<file path="src/source/csr_pkg.sv">
package csr_pkg;

    typedef logic [31:0] xlen_word_t;
    typedef logic [11:0] csr_addr_t;
    typedef logic [63:0] counter_t;

    typedef enum logic [1:0] {
        priv_user    = 2'd0,
        priv_machine = 2'd3
    } priv_mode_e;

    // decoded CSR, user aliases first
    typedef enum logic [4:0] {
        tgt_none, tgt_cycle, tgt_cycleh, tgt_instret, tgt_instreth,
        tgt_mcycle, tgt_mcycleh, tgt_minstret, tgt_minstreth,
        tgt_mhartid, tgt_mstatus, tgt_mstatush, tgt_mtvec, tgt_mip, tgt_mie,
        tgt_mcountinhibit, tgt_mscratch, tgt_mepc, tgt_mcause, tgt_mtval
    } csr_target_e;

    typedef struct packed {
        csr_addr_t  rd_addr;
        logic       wr_en;
        csr_addr_t  wr_addr;
        xlen_word_t wr_data;
    } csr_req_t;

    typedef struct packed {
        logic       insert;
        logic       is_mret;
        xlen_word_t epc;
        xlen_word_t cause;
        xlen_word_t val;
    } trap_req_t;

    typedef struct packed {
        csr_target_e target;
        logic        legal;
    } csr_sel_t;

    typedef struct packed {
        logic inc;
        logic wr_lo;
        logic wr_hi;
    } counter_ctl_t;

    // machine trap registers as seen by the read path
    typedef struct packed {
        xlen_word_t mstatus;
        xlen_word_t mtvec;
        xlen_word_t mip;
        xlen_word_t mie;
        xlen_word_t mscratch;
        xlen_word_t mepc;
        xlen_word_t mcause;
        xlen_word_t mtval;
    } mregs_t;

    localparam int num_counters = 2;
    localparam int ctr_cycle    = 0;
    localparam int ctr_instret  = 1;

    ////////////////////////////////////////////////////////////
    // standard CSR addresses
    localparam csr_addr_t csr_addr_cycle         = 12'hC00;
    localparam csr_addr_t csr_addr_instret       = 12'hC02;
    localparam csr_addr_t csr_addr_cycleh        = 12'hC80;
    localparam csr_addr_t csr_addr_instreth      = 12'hC82;
    localparam csr_addr_t csr_addr_mcycle        = 12'hB00;
    localparam csr_addr_t csr_addr_minstret      = 12'hB02;
    localparam csr_addr_t csr_addr_mcycleh       = 12'hB80;
    localparam csr_addr_t csr_addr_minstreth     = 12'hB82;
    localparam csr_addr_t csr_addr_mhartid       = 12'hF14;
    localparam csr_addr_t csr_addr_mstatus       = 12'h300;
    localparam csr_addr_t csr_addr_mie           = 12'h304;
    localparam csr_addr_t csr_addr_mtvec         = 12'h305;
    localparam csr_addr_t csr_addr_mstatush      = 12'h310;
    localparam csr_addr_t csr_addr_mcountinhibit = 12'h320;
    localparam csr_addr_t csr_addr_mscratch      = 12'h340;
    localparam csr_addr_t csr_addr_mepc          = 12'h341;
    localparam csr_addr_t csr_addr_mcause        = 12'h342;
    localparam csr_addr_t csr_addr_mtval         = 12'h343;
    localparam csr_addr_t csr_addr_mip           = 12'h344;

    localparam logic [1:0] mtvec_mode_direct   = 2'd0;
    localparam logic [1:0] mtvec_mode_vectored = 2'd1;

endpackage
</file>
<file path="src/source/csr_unit.sv">
`timescale 1ns/1ps

module csr_unit import csr_pkg::*; #(
    parameter int hart_id     = 0,
    parameter int mtvec_align = 6
) (
    input  logic       clk,
    input  logic       rst_n,
    input  csr_req_t   req,
    input  trap_req_t  trap,
    input  logic       stall_exec,
    input  logic       bubble_exec,
    input  logic       mtime_interrupt,
    input  xlen_word_t int_sources,
    output xlen_word_t rd_data,
    output logic       addr_is_illegal,
    output xlen_word_t mepc,
    output xlen_word_t mtvec,
    output xlen_word_t interrupts
);

    csr_sel_t                        rd_sel;
    csr_target_e                     wr_target;
    logic                            commit;
    counter_ctl_t [num_counters-1:0] counter_ctl;
    counter_t     [num_counters-1:0] counts;
    xlen_word_t                      mcountinhibit_q;
    priv_mode_e                      priv;
    mregs_t                          mregs;

    csr_access_ctrl access_ctrl0 (
        .clk             (clk),
        .rst_n           (rst_n),
        .req             (req),
        .stall_exec      (stall_exec),
        .bubble_exec     (bubble_exec),
        .priv            (priv),
        .rd_sel          (rd_sel),
        .wr_target       (wr_target),
        .commit          (commit),
        .counter_ctl     (counter_ctl),
        .mcountinhibit_q (mcountinhibit_q)
    );

    // one counter per performance event
    for (genvar i = 0; i < num_counters; i++) begin : g_counter
        csr_counter counter0 (
            .clk     (clk),
            .rst_n   (rst_n),
            .ctl     (counter_ctl[i]),
            .wr_data (req.wr_data),
            .count   (counts[i])
        );
    end

    csr_trap_regs #(
        .mtvec_align (mtvec_align)
    ) trap_regs0 (
        .clk             (clk),
        .rst_n           (rst_n),
        .commit          (commit),
        .wr_target       (wr_target),
        .wr_data         (req.wr_data),
        .trap            (trap),
        .mtime_interrupt (mtime_interrupt),
        .int_sources     (int_sources),
        .priv            (priv),
        .mregs           (mregs),
        .mepc            (mepc),
        .mtvec           (mtvec),
        .interrupts      (interrupts)
    );

    csr_read_mux #(
        .hart_id (hart_id)
    ) read_mux0 (
        .rd_sel          (rd_sel),
        .req             (req),
        .counts          (counts),
        .mregs           (mregs),
        .mcountinhibit_q (mcountinhibit_q),
        .rd_data         (rd_data),
        .addr_is_illegal (addr_is_illegal)
    );

endmodule

</file>
<file path="src/source/csr_read_mux.sv">
`timescale 1ns/1ps

module csr_read_mux import csr_pkg::*; #(
    parameter int hart_id = 0
) (
    input  csr_sel_t                     rd_sel,
    input  csr_req_t                     req,
    input  counter_t [num_counters-1:0]  counts,
    input  mregs_t                       mregs,
    input  xlen_word_t                   mcountinhibit_q,
    output xlen_word_t                   rd_data,
    output logic                         addr_is_illegal
);

    xlen_word_t selected;
    xlen_word_t masked;
    logic       bypass;

    ////////////////////////////////////////////////////////////
    // target select
    always_comb begin
        case (rd_sel.target)
            // user aliases share the machine counters
            tgt_cycle, tgt_mcycle:         selected = counts[ctr_cycle][31:0];
            tgt_cycleh, tgt_mcycleh:       selected = counts[ctr_cycle][63:32];
            tgt_instret, tgt_minstret:     selected = counts[ctr_instret][31:0];
            tgt_instreth, tgt_minstreth:   selected = counts[ctr_instret][63:32];
            tgt_mhartid:                   selected = xlen_word_t'(hart_id);
            tgt_mstatus:                   selected = mregs.mstatus;
            tgt_mtvec:                     selected = mregs.mtvec;
            tgt_mip:                       selected = mregs.mip;
            tgt_mie:                       selected = mregs.mie;
            tgt_mcountinhibit:             selected = mcountinhibit_q;
            tgt_mscratch:                  selected = mregs.mscratch;
            tgt_mepc:                      selected = mregs.mepc;
            tgt_mcause:                    selected = mregs.mcause;
            tgt_mtval:                     selected = mregs.mtval;
            // mstatush has no implemented fields
            default:                       selected = '0;
        endcase
    end

    assign masked          = rd_sel.legal ? selected : '0;
    assign addr_is_illegal = !rd_sel.legal;

    // same-address write shows through in this cycle
    assign bypass  = req.wr_en && (req.wr_addr == req.rd_addr);
    assign rd_data = bypass ? req.wr_data : masked;

endmodule

</file>
<file path="src/source/csr_trap_regs.sv">
`timescale 1ns/1ps

module csr_trap_regs import csr_pkg::*; #(
    parameter int mtvec_align = 6
) (
    input  logic        clk,
    input  logic        rst_n,
    input  logic        commit,
    input  csr_target_e wr_target,
    input  xlen_word_t  wr_data,
    input  trap_req_t   trap,
    input  logic        mtime_interrupt,
    input  xlen_word_t  int_sources,
    output priv_mode_e  priv,
    output mregs_t      mregs,
    output xlen_word_t  mepc,
    output xlen_word_t  mtvec,
    output xlen_word_t  interrupts
);

    // bits mtvec_align-1 down to 2 of a vectored base
    localparam xlen_word_t vec_mask = ((32'd1 << mtvec_align) - 32'd1) & ~32'd3;

    logic        mstatus_mprv;
    priv_mode_e  mstatus_mpp;
    logic        mstatus_mpie;
    logic        mstatus_mie;
    logic [15:0] mie_ext;
    logic        mie_mti;
    xlen_word_t  mscratch;
    xlen_word_t  mcause;
    xlen_word_t  mtval;
    xlen_word_t  mie_word;
    xlen_word_t  mip_word;

    ////////////////////////////////////////////////////////////
    // register updates, trap and mret win over CSR writes
    always_ff @(posedge clk) begin
        if (!rst_n) begin
            priv         <= priv_machine;
            mstatus_mprv <= 1'b0;
            mstatus_mpp  <= priv_user;
            mstatus_mpie <= 1'b1;
            mstatus_mie  <= 1'b1;
            mie_ext      <= '0;
            mie_mti      <= 1'b0;
            mtvec        <= '0;
            mepc         <= '0;
            mscratch     <= '0;
            mcause       <= '0;
            mtval        <= '0;
        end else if (trap.insert && trap.is_mret) begin
            priv         <= mstatus_mpp;
            mstatus_mie  <= mstatus_mpie;
            mstatus_mpie <= 1'b1;
            mstatus_mpp  <= priv_user;
            if (mstatus_mpp != priv_machine) begin
                mstatus_mprv <= 1'b0;
            end
        end else if (trap.insert) begin
            mstatus_mpie <= mstatus_mie;
            mstatus_mie  <= 1'b0;
            mstatus_mpp  <= priv;
            mepc         <= trap.epc;
            mcause       <= trap.cause;
            mtval        <= trap.val;
        end else if (commit) begin
            case (wr_target)
                tgt_mstatus: begin
                    mstatus_mprv <= wr_data[17];
                    // only user and machine exist, other codes fall back to user
                    mstatus_mpp  <= (wr_data[12:11] == 2'b11) ? priv_machine : priv_user;
                    mstatus_mpie <= wr_data[7];
                    mstatus_mie  <= wr_data[3];
                end
                tgt_mtvec: begin
                    if (wr_data[1:0] == mtvec_mode_vectored) begin
                        mtvec <= wr_data & ~vec_mask;
                    end else begin
                        mtvec <= {wr_data[31:2], mtvec_mode_direct};
                    end
                end
                tgt_mie: begin
                    mie_ext <= wr_data[31:16];
                    mie_mti <= wr_data[7];
                end
                tgt_mscratch: mscratch <= wr_data;
                tgt_mepc:     mepc     <= {wr_data[31:2], 2'b00};
                tgt_mcause:   mcause   <= wr_data;
                tgt_mtval:    mtval    <= wr_data;
                default: begin
                    // read-only or held elsewhere
                end
            endcase
        end
    end

    // platform sources in the upper half, timer at MTI
    assign mip_word = {int_sources[31:16], 8'b0, mtime_interrupt, 7'b0};
    assign mie_word = {mie_ext, 8'b0, mie_mti, 7'b0};

    assign mregs.mstatus  = {14'b0, mstatus_mprv, 4'b0, mstatus_mpp, 3'b0,
                             mstatus_mpie, 3'b0, mstatus_mie, 3'b0};
    assign mregs.mtvec    = mtvec;
    assign mregs.mip      = mip_word;
    assign mregs.mie      = mie_word;
    assign mregs.mscratch = mscratch;
    assign mregs.mepc     = mepc;
    assign mregs.mcause   = mcause;
    assign mregs.mtval    = mtval;

    ////////////////////////////////////////////////////////////
    // interrupt masking
    always_comb begin
        if (!rst_n) begin
            interrupts = '0;
        end else if (priv == priv_machine) begin
            interrupts = mstatus_mie ? (mie_word & mip_word) : '0;
        end else begin
            // lower privilege always takes enabled machine interrupts
            interrupts = mie_word & mip_word;
        end
    end

endmodule

</file>
<file path="src/source/csr_counter.sv">
`timescale 1ns/1ps

module csr_counter import csr_pkg::*; (
    input  logic         clk,
    input  logic         rst_n,
    input  counter_ctl_t ctl,
    input  xlen_word_t   wr_data,
    output counter_t     count
);

    // a half write wins over the increment in the same cycle
    always_ff @(posedge clk) begin
        if (!rst_n) begin
            count <= '0;
        end else if (ctl.wr_lo) begin
            count[31:0] <= wr_data;
        end else if (ctl.wr_hi) begin
            count[63:32] <= wr_data;
        end else if (ctl.inc) begin
            count <= count + 64'd1;
        end
    end

endmodule

</file>
<file path="src/source/csr_access_ctrl.sv">
`timescale 1ns/1ps

module csr_access_ctrl import csr_pkg::*; (
    input  logic                             clk,
    input  logic                             rst_n,
    input  csr_req_t                         req,
    input  logic                             stall_exec,
    input  logic                             bubble_exec,
    input  priv_mode_e                       priv,
    output csr_sel_t                         rd_sel,
    output csr_target_e                      wr_target,
    output logic                             commit,
    output counter_ctl_t [num_counters-1:0]  counter_ctl,
    output xlen_word_t                       mcountinhibit_q
);

    logic inhibit_cy;
    logic inhibit_ir;
    logic wr_legal;
    logic retire;

    function automatic csr_target_e decode(input csr_addr_t addr);
        case (addr)
            csr_addr_cycle:         decode = tgt_cycle;
            csr_addr_cycleh:        decode = tgt_cycleh;
            csr_addr_instret:       decode = tgt_instret;
            csr_addr_instreth:      decode = tgt_instreth;
            csr_addr_mcycle:        decode = tgt_mcycle;
            csr_addr_mcycleh:       decode = tgt_mcycleh;
            csr_addr_minstret:      decode = tgt_minstret;
            csr_addr_minstreth:     decode = tgt_minstreth;
            csr_addr_mhartid:       decode = tgt_mhartid;
            csr_addr_mstatus:       decode = tgt_mstatus;
            csr_addr_mstatush:      decode = tgt_mstatush;
            csr_addr_mtvec:         decode = tgt_mtvec;
            csr_addr_mip:           decode = tgt_mip;
            csr_addr_mie:           decode = tgt_mie;
            csr_addr_mcountinhibit: decode = tgt_mcountinhibit;
            csr_addr_mscratch:      decode = tgt_mscratch;
            csr_addr_mepc:          decode = tgt_mepc;
            csr_addr_mcause:        decode = tgt_mcause;
            csr_addr_mtval:         decode = tgt_mtval;
            default:                decode = tgt_none;
        endcase
    endfunction

    // user aliases are open to every mode, the rest need machine mode
    function automatic logic is_legal(input csr_target_e t, input priv_mode_e p);
        case (t)
            tgt_none:                                         is_legal = 1'b0;
            tgt_cycle, tgt_cycleh, tgt_instret, tgt_instreth: is_legal = 1'b1;
            default:                                          is_legal = (p == priv_machine);
        endcase
    endfunction

    assign rd_sel.target = decode(req.rd_addr);
    assign rd_sel.legal  = is_legal(rd_sel.target, priv);
    assign wr_target     = decode(req.wr_addr);
    assign wr_legal      = is_legal(wr_target, priv);
    assign commit        = req.wr_en && !stall_exec && !bubble_exec && wr_legal;
    assign retire        = !stall_exec && !bubble_exec;

    // only CY and IR are implemented
    always_ff @(posedge clk) begin
        if (!rst_n) begin
            inhibit_cy <= 1'b0;
            inhibit_ir <= 1'b0;
        end else if (commit && wr_target == tgt_mcountinhibit) begin
            inhibit_cy <= req.wr_data[0];
            inhibit_ir <= req.wr_data[2];
        end
    end

    assign mcountinhibit_q = {29'b0, inhibit_ir, 1'b0, inhibit_cy};

    ////////////////////////////////////////////////////////////
    // counter strobes
    always_comb begin
        counter_ctl[ctr_cycle].inc     = !inhibit_cy;
        counter_ctl[ctr_cycle].wr_lo   = commit && wr_target == tgt_mcycle;
        counter_ctl[ctr_cycle].wr_hi   = commit && wr_target == tgt_mcycleh;
        counter_ctl[ctr_instret].inc   = !inhibit_ir && retire;
        counter_ctl[ctr_instret].wr_lo = commit && wr_target == tgt_minstret;
        counter_ctl[ctr_instret].wr_hi = commit && wr_target == tgt_minstreth;
    end

endmodule

</file>
<file path="config.mk">
export PLATFORM = sky130hd
export DESIGN_NAME = csr_unit
export DESIGN_NICKNAME = d
export VERILOG_FILES = /design/src/source/csr_pkg.sv /design/src/source/csr_unit.sv /design/src/source/csr_read_mux.sv /design/src/source/csr_trap_regs.sv /design/src/source/csr_counter.sv /design/src/source/csr_access_ctrl.sv
export SDC_FILE = /design/constraint.sdc
export NUM_CORES = 1
export LEC_CHECK = 0
export BUFFER_PORTS_ARGS = -buffer_cell sky130_fd_sc_hd__buf_4
export CAP_MARGIN = 20
export CORE_UTILIZATION = 40
export DETAILED_ROUTE_END_ITERATION = 7
export MAX_ROUTING_LAYER = met4
export PLACE_DENSITY_LB_ADDON = 0.15
export SLEW_MARGIN = 10
export SYNTH_ARGS = -nofsm -noshare
export SYNTH_HDL_FRONTEND = slang
export SYNTH_HIERARCHICAL = 1
export SYNTH_SLANG_ARGS = --single-unit
</file>
<file path="constraint.sdc">
create_clock -name clk -period 9.4 [get_ports clk]
set_clock_uncertainty 0.15 [all_clocks]
set_input_delay 0.47 -clock clk [delete_from_list [all_inputs] [get_ports clk]]
set_output_delay 0.47 -clock clk [all_outputs]
set_load 0.02 [all_outputs]
</file>
==> results.yml, run 1 <==
logic_synthesis:
  yosys_warnings: 6
  ys.flop_type: "dfxtp_1"
  synth_mux_area_share_pct: 16.0
  synth_xor_area_share_pct: 2.26
  synth_edf_count: 0
  synth_top_family_by_area: "simple AND/OR/NAND/NOR gates"
  syn_inst: 2889
  yosysSeqAreaShare_pct: 27.0
  synth_area_um2: 23300
  ys_ff_latch: 314
  synth.distinct_cells: 107
  async_flop_share_pct: 0
  synth-adder-area-share_pct: 0.150
  synth_compound_area_share_pct: 18.6
  syn_area_per_cell_um2: 8.06
  yosys.area_share.simple_pct: 24.6
placement:
  io_buffers: 289
  dpl.hpwl_um: 73300
  placed_area_um2: 24800
  gp_congestion: 0.968
cts:
  cts_sinks: 314
  cts.path.max_buffers: 3
  clk_pin_slew_ns: 0.06
  clkLatencyLatePin_ns: 0.57
  cts_tree: "done"
  numCtsBuffers: 39
  clockRootBuffer: "clkbuf_16"
  ctsHtreeMaxLevel: 2
setup_path:
  critPathArrivalTime_ns: 5.11
  required_ns: 8.78
  cp_slowest_cell: "nor2_2"
  path_buf_inv: 3
  cpPeakStageDelay_ns: 1.05
  worst_setup_path_start_kind: "primary input"
  end_kind: "output pin"
  crit_fanout: 26
  path_delay_family: "simple AND/OR/NAND/NOR gates"
  critical_path.cell_chain: "buf_4, nor4_1, nand3_1, or3_1, o311ai_4, buf_4, nand4bb_2, nor2_2, a222oi_1, o21a_1, a221oi_1, buf_4"
  path_depth: 12
  crit_type: "primary input to output pin"
  crit_top_cell: "buf_4"
  worst_r2r_path_depth: 9
cells_and_area:
  final_nets: 3144
  drive_above_1_share_pct: 20.0
  final_cell_area_um2: 26000
  syn_to_final_growth_pct: 11.7
  num-fill-cells: 5683
routing:
  drcViolationCount: 0
  drt_pass1_iterations: 6
  wl_um: 104000
  drt_iter0_drc: 2713
  antenna_left: 0
  avgViaCountPerCell: 6.31
  wl_per_cell_um: 27.7
  dr_total_vias: 23600
hold_path:
  holdPathStages: 3
  hp-class: "primary input to register"
power_and_ir_drop:
  irDropWorstVdd_uv: 98.4
  pwr_density_cell_nw_per_um2: 124
  p_leak_nw: 9.76
global_route:
  overflow: 0
  grt_max_degree: 105
  grt_pass1_wl_um: 150000
  grt_pass1_vias: 22100
  antenna_found_initial: 3
  grtUsageTotal_pct: 34.7
sta:
  finalMaxSlewViolations: 0
  hold_viol: 0
  fin_setup_tns_ns: 0
  slew_headroom_pct: 23.8
  setup_violations: 0
  rsz0062_at_grt: "no"
  tightest_slew_ns: 1.14
  fmax_ghz: 0.175
  fin_crit_ns: 5.73
  period_share_pct: 60.9
status:
  outcome: "finished clean"
floorplan:
  initial_utilization_pct: 40.5
  die_area_um2: 59200
  die_h_um: 243
  die_w_um: 243
  core_um2: 57600
  rows: 88
  ioPinCount: 321
job:
  cap_violations: 0
==> layout by cell type (no fill, tap or decap), types with 45 or more instances in the layout <==
cell type and count:
o21ai_0 107, a21oi_1 132, xnor2_1 50, dfxtp_1 314, nor3_1 48, mux2_2 113
nand4_1 63, nor4_1 45, nand3_1 131, and3_1 54, nor2_1 105, mux2i_1 232
conb_1 102, a22oi_1 47, buf_4 338, nand2_1 391
==> where the power goes <==
| group | switching, mW | internal (mW) |
|---|---|---|
| Combinational | 0.231 | 0.145 |
| Sequential | 0.0288 | 1.36 |
| Clock | 0.638 | 0.813 |
==> through the flow <==
stage	hold slack, ns	setup slack [ns]	instances	power [mW]	utilization [%]
2_1_floorplan	0.284	5.54	2989	1.64	-
3_3_place_gp	0.294	3.85	3671	1.78	43.1
3_5_place_dp	0.300	3.83	3671	1.79	43.1
4_1_cts	0.0512	3.82	3737	3.22	45.2
5_1_grt	0.0860	3.62	3739	3.30	45.2
6_report	0.0720	3.67	3740	3.22	45.2
==> path summary, 6_finish.rpt <==
check,start,to,slack (ns)
setup / recovery,req[49],rd_data[16],3.67
hold / removal,trap[96],trap_regs0/priv[0],0.07
setup reg to reg,trap_regs0/priv[0],g_counter[1].counter0/count[42],5.65
hold reg to reg,trap_regs0/mcause[23],trap_regs0/mcause[23],0.31
==> registers in the layout, summed over array words and instances (netlist names) <==
register	flops
trap_regs0/mstatus_mpie	1
trap_regs0/priv	2
trap_regs0/mscratch	32
trap_regs0/mstatus_mie	1
trap_regs0/mtvec	32
trap_regs0/mtval	32
trap_regs0/mstatus_mprv	1
trap_regs0/mepc	32
trap_regs0/mcause	32
trap_regs0/mstatus_mpp	2
access_ctrl0/inhibit_cy	1
trap_regs0/mie_mti	1
trap_regs0/mie_ext	16
access_ctrl0/inhibit_ir	1
g_counter.counter0/count	128
==> synth_stat cells, types with 24 or more instances <==
library cell    n  area share [%]
a211oi_1       28            0.90
a21oi_1       133             2.9
a221oi_1       24            0.90
a22o_1         33             1.2
a22oi_1        47             1.5
a31oi_1        28            0.75
and3_1         54             1.5
and4_1         25            0.94
buf_2          55             1.2
buf_4         202             6.5
clkbuf_1      141             2.3
dfxtp_1       314              27
inv_1          35            0.56
mux2_2        113             5.5
mux2i_1       232              10
nand2_1       391             6.3
nand3_1       132             2.8
nand4_1        63             1.7
nor2_1        105             1.7
nor3_1         49             1.1
nor4_1         49             1.3
o211ai_1       35             1.1
o21ai_0       108             2.3
o22ai_1        28            0.75
or3_1          30            0.81
or4_1          41             1.3
xnor2_1        50             1.9
==> repair_timing <==
item	CTS	global route
hold endpoints to repair	2	0
setup buffers	0	0
hold buffers	2	0
gates resized for setup	0	0
==> per-layer routing <==
metal	vias to the layer above	global-route usage, %	wire, um
met5	-	-	0
met4	0	13.4	4050
met3	203	5.01	9560
met2	1243	53.1	46500
met1	11600	45.9	43400
li1	10600	-	-
==> tightest hold or removal path: stages <==
cell     delay [ns]
buf_4          0.13
nand3_1        0.08
nand3_1        0.08
==> cell type report <==
class | count | area (um^2) | share of cell area, %
diodes | 2 | 5.00 | 0.0192
multi-input cells | 2216 | 14900 | 57.3
clock buffers | 52 | 1050 | 4.05
flip-flops and latches | 314 | 6290 | 24.2
well taps | 765 | 957 | 3.68
clock inverters | 12 | 96.3 | 0.370
inverters | 38 | 143 | 0.548
repair buffers | 341 | 2570 | 9.89
==> kinds of logic (layout without fill, tap and decap cells) <==
family                     Yosys count  in the layout
AOI/OAI and AO/OA                  627            627
xor gates and xnor gates            60             60
adders and majority gates            3              3
buffers and inverters              459            443
DFF                                314            314
muxes                              355            355
other                                2            104
and+or+nand+nor                   1069           1069
Note: power is estimated with default switching activity, not from simulation.
==> inputs of run 2 (changes only) <==
==> constraint.sdc (replaced) <==
create_clock -name clk -period 4.8 [get_ports clk]
set_clock_uncertainty 0.15 [all_clocks]
set_input_delay 0.24 -clock clk [delete_from_list [all_inputs] [get_ports clk]]
set_output_delay 0.24 -clock clk [all_outputs]
set_load 0.02 [all_outputs]
==> run 2 against run 1 <==
Compared with the run above: sequential cell count unchanged; combinational power up 120%; count of clock-buffer cells in the layout down 1; critical path depth unchanged; power up 120%; cell count up 4.9%; sequential power up 96%; worst hold slack worse by 0.0045 ns; worst setup slack worse by 3.2 ns; routed wire length up 1.5%; design area up 7.6%; clock power up 130%; largest power group unchanged.
==> results.yml, run 2 (synthesis results as in run 1) <==
status:
  outcome: "finished clean"
floorplan:
  rows: 88
  die_area_um2: 59200
  die_h_um: 243
  core_um2: 57600
  ioPinCount: 321
  die_w_um: 243
  initial_utilization_pct: 40.5
cts:
  hold_buffers: 138
  clkLatencyLatePin_ns: 0.60
  postCtsSetupRepairBufs: 0
  cts_sinks: 314
  ctsResizeCount: 0
  ctsHtreeMaxLevel: 2
  cts_tree: "done"
  cts.path.max_buffers: 3
  numCtsBuffers: 41
  clockRootBuffer: "clkbuf_16"
  clk_pin_slew_ns: 0.06
setup_path:
  path_delay_family: "compound AO/OA/AOI/OAI gates"
  path_buf_inv: 3
  critPathArrivalTime_ns: 3.92
  cp_slowest_cell: "a211oi_1"
  rr_endpoint: "trap_regs0/mtvec[14]"
  crit_type: "primary input to output pin"
  crit_top_cell: "buf_4"
  worst_setup_path_start_kind: "primary input"
  timing.reg2reg.setup_slack_ns: 1.44
  worst_r2r_path_depth: 8
  end_kind: "output pin"
  rr_startpoint: "trap_regs0/priv[1]"
  crit_fanout: 27
  required_ns: 4.41
  critical_path.cell_chain: "buf_4, or3_4, or4b_1, a21oi_1, a211o_4, buf_4, a21oi_1, a211oi_1, a221o_1, nor3_1, o21ai_1, buf_4"
  cpPeakStageDelay_ns: 0.73
power_and_ir_drop:
  pwr_density_cell_nw_per_um2: 249
  p_clk_share_pct: 48.9
  p_leak_nw: 10.6
  seqPwrFrac_pct: 39.1
  p_comb_share_pct: 12.0
  internal_power_mw: 5.06
  irDropWorstVdd_uv: 226
  power.switching_mw: 1.90
  p_sw_share_pct: 27.3
routing:
  wl_per_cell_um: 26.8
  avgViaCountPerCell: 6.19
  dr_total_vias: 24300
  routed-wl-met3_um: 9460
  drt_pass1_iterations: 6
  drcViolationCount: 0
  wl_met1_um: 44100
  drt_iter0_drc: 2656
  antenna_left: 0
  maxUsedRoutingLayer: "met4"
  route.met2.wl_um: 47500
  wl_um: 105000
sta:
  finalMaxSlewViolations: 0
  rsz0062_at_grt: "no"
  hold_viol: 0
  tightest_slew_ns: 1.10
  slew_headroom_pct: 26.3
  fin_crit_ns: 4.31
  fmax_ghz: 0.232
  period_share_pct: 89.8
  fin_setup_tns_ns: 0
  setup_violations: 0
  hold_slack_ns: 0.0675
global_route:
  grt_max_degree: 141
  antenna_found_initial: 7
  overflow: 0
  grtUsageTotal_pct: 35.1
  grt_pass1_wl_um: 152000
  grt_pass1_vias: 22700
job:
  cap_violations: 0
cells_and_area:
  num-fill-cells: 5484
  final_common_cell: "nand2_1"
  syn_to_final_growth_pct: 20.2
  regMostFlops: "g_counter.counter0/count"
  final_core_utilization_pct: 48.6
  mostFrequentLayoutCells: "nand2_1 (391), buf_4 (366), dfxtp_1 (314), mux2i_1 (232), dlygate4sd3_1 (138)"
  drive_above_1_share_pct: 20.5
  fin_cells: 3924
  final_cell_area_um2: 28000
  final_nets: 3318
  largest_register_ffs: 128
hold_path:
  min-delay-start: "trap[97]"
  holdPathStages: 3
  hp-class: "primary input to register"
  worst_hold_path.endpoint: "trap_regs0/mepc[12]"
placement:
  dp_cells: 3706
  dpl.hpwl_um: 74100
  placed_area_um2: 25100
  io_buffers: 289
  gp_congestion: 0.978
==> run 2: power by group through the flow <==
stage | combinational [mW] | sequential [mW] | clock (mW)
2_1_floorplan | 0.439 | 2.77 | 0
6_report | 0.837 | 2.72 | 3.40
3_5_place_dp | 0.723 | 2.78 | 0
3_3_place_gp | 0.718 | 2.78 | 0
4_1_cts | 0.817 | 2.72 | 3.42
5_1_grt | 0.884 | 2.73 | 3.53
==> run 2: layout make-up <==
cell class	count	area (um^2)	share of cell area, %
Timing Repair Buffer	513	4280	15.3
Sequential cell	314	6290	22.4
Clock inverter	23	318	1.13
Clock buffer	51	1140	4.08
Tap cell	765	957	3.42
Antenna cell	4	10.0	0.0357
Inverter	38	143	0.509
Multi-Input combinational cell	2216	14900	53.1
==> run 2: metrics by stage <==
step                power, mW  setup slack [ns]
floorplan                3.21              1.40
global placement         3.49             0.635
detailed placement       3.50             0.603
CTS                      6.96             0.583
global route             7.14             0.383
finish                   6.96             0.492
==> run 2: worst max path at each step <==
| stage | start | end | slack, ns | cells past startpoint |
|---|---|---|---|---|
| floorplan | req[46] | rd_data[22] | 1.40 | 11 |
| global placement | req[52] | rd_data[0] | 0.64 | 10 |
| detailed placement | req[52] | rd_data[0] | 0.60 | 10 |
| CTS | req[52] | rd_data[0] | 0.58 | 10 |
| global route | req[55] | rd_data[14] | 0.38 | 12 |
| finish | req[52] | rd_data[21] | 0.49 | 12 |
==> run 2: tightest hold or removal path, cell delays in order <==
cell and delay, ns:
buf_4 0.28, nand2_1 0.14, a311oi_1 0.09
==> run 2: layer usage <==
| metal | up-vias | global-route usage, % |
|---|---|---|
| met5 | - | - |
| met3 | 207 | 5.34 |
| met1 | 11800 | 46.2 |
| met2 | 1341 | 54.1 |
| li1 | 10900 | - |
| met4 | 0 | 13.1 |
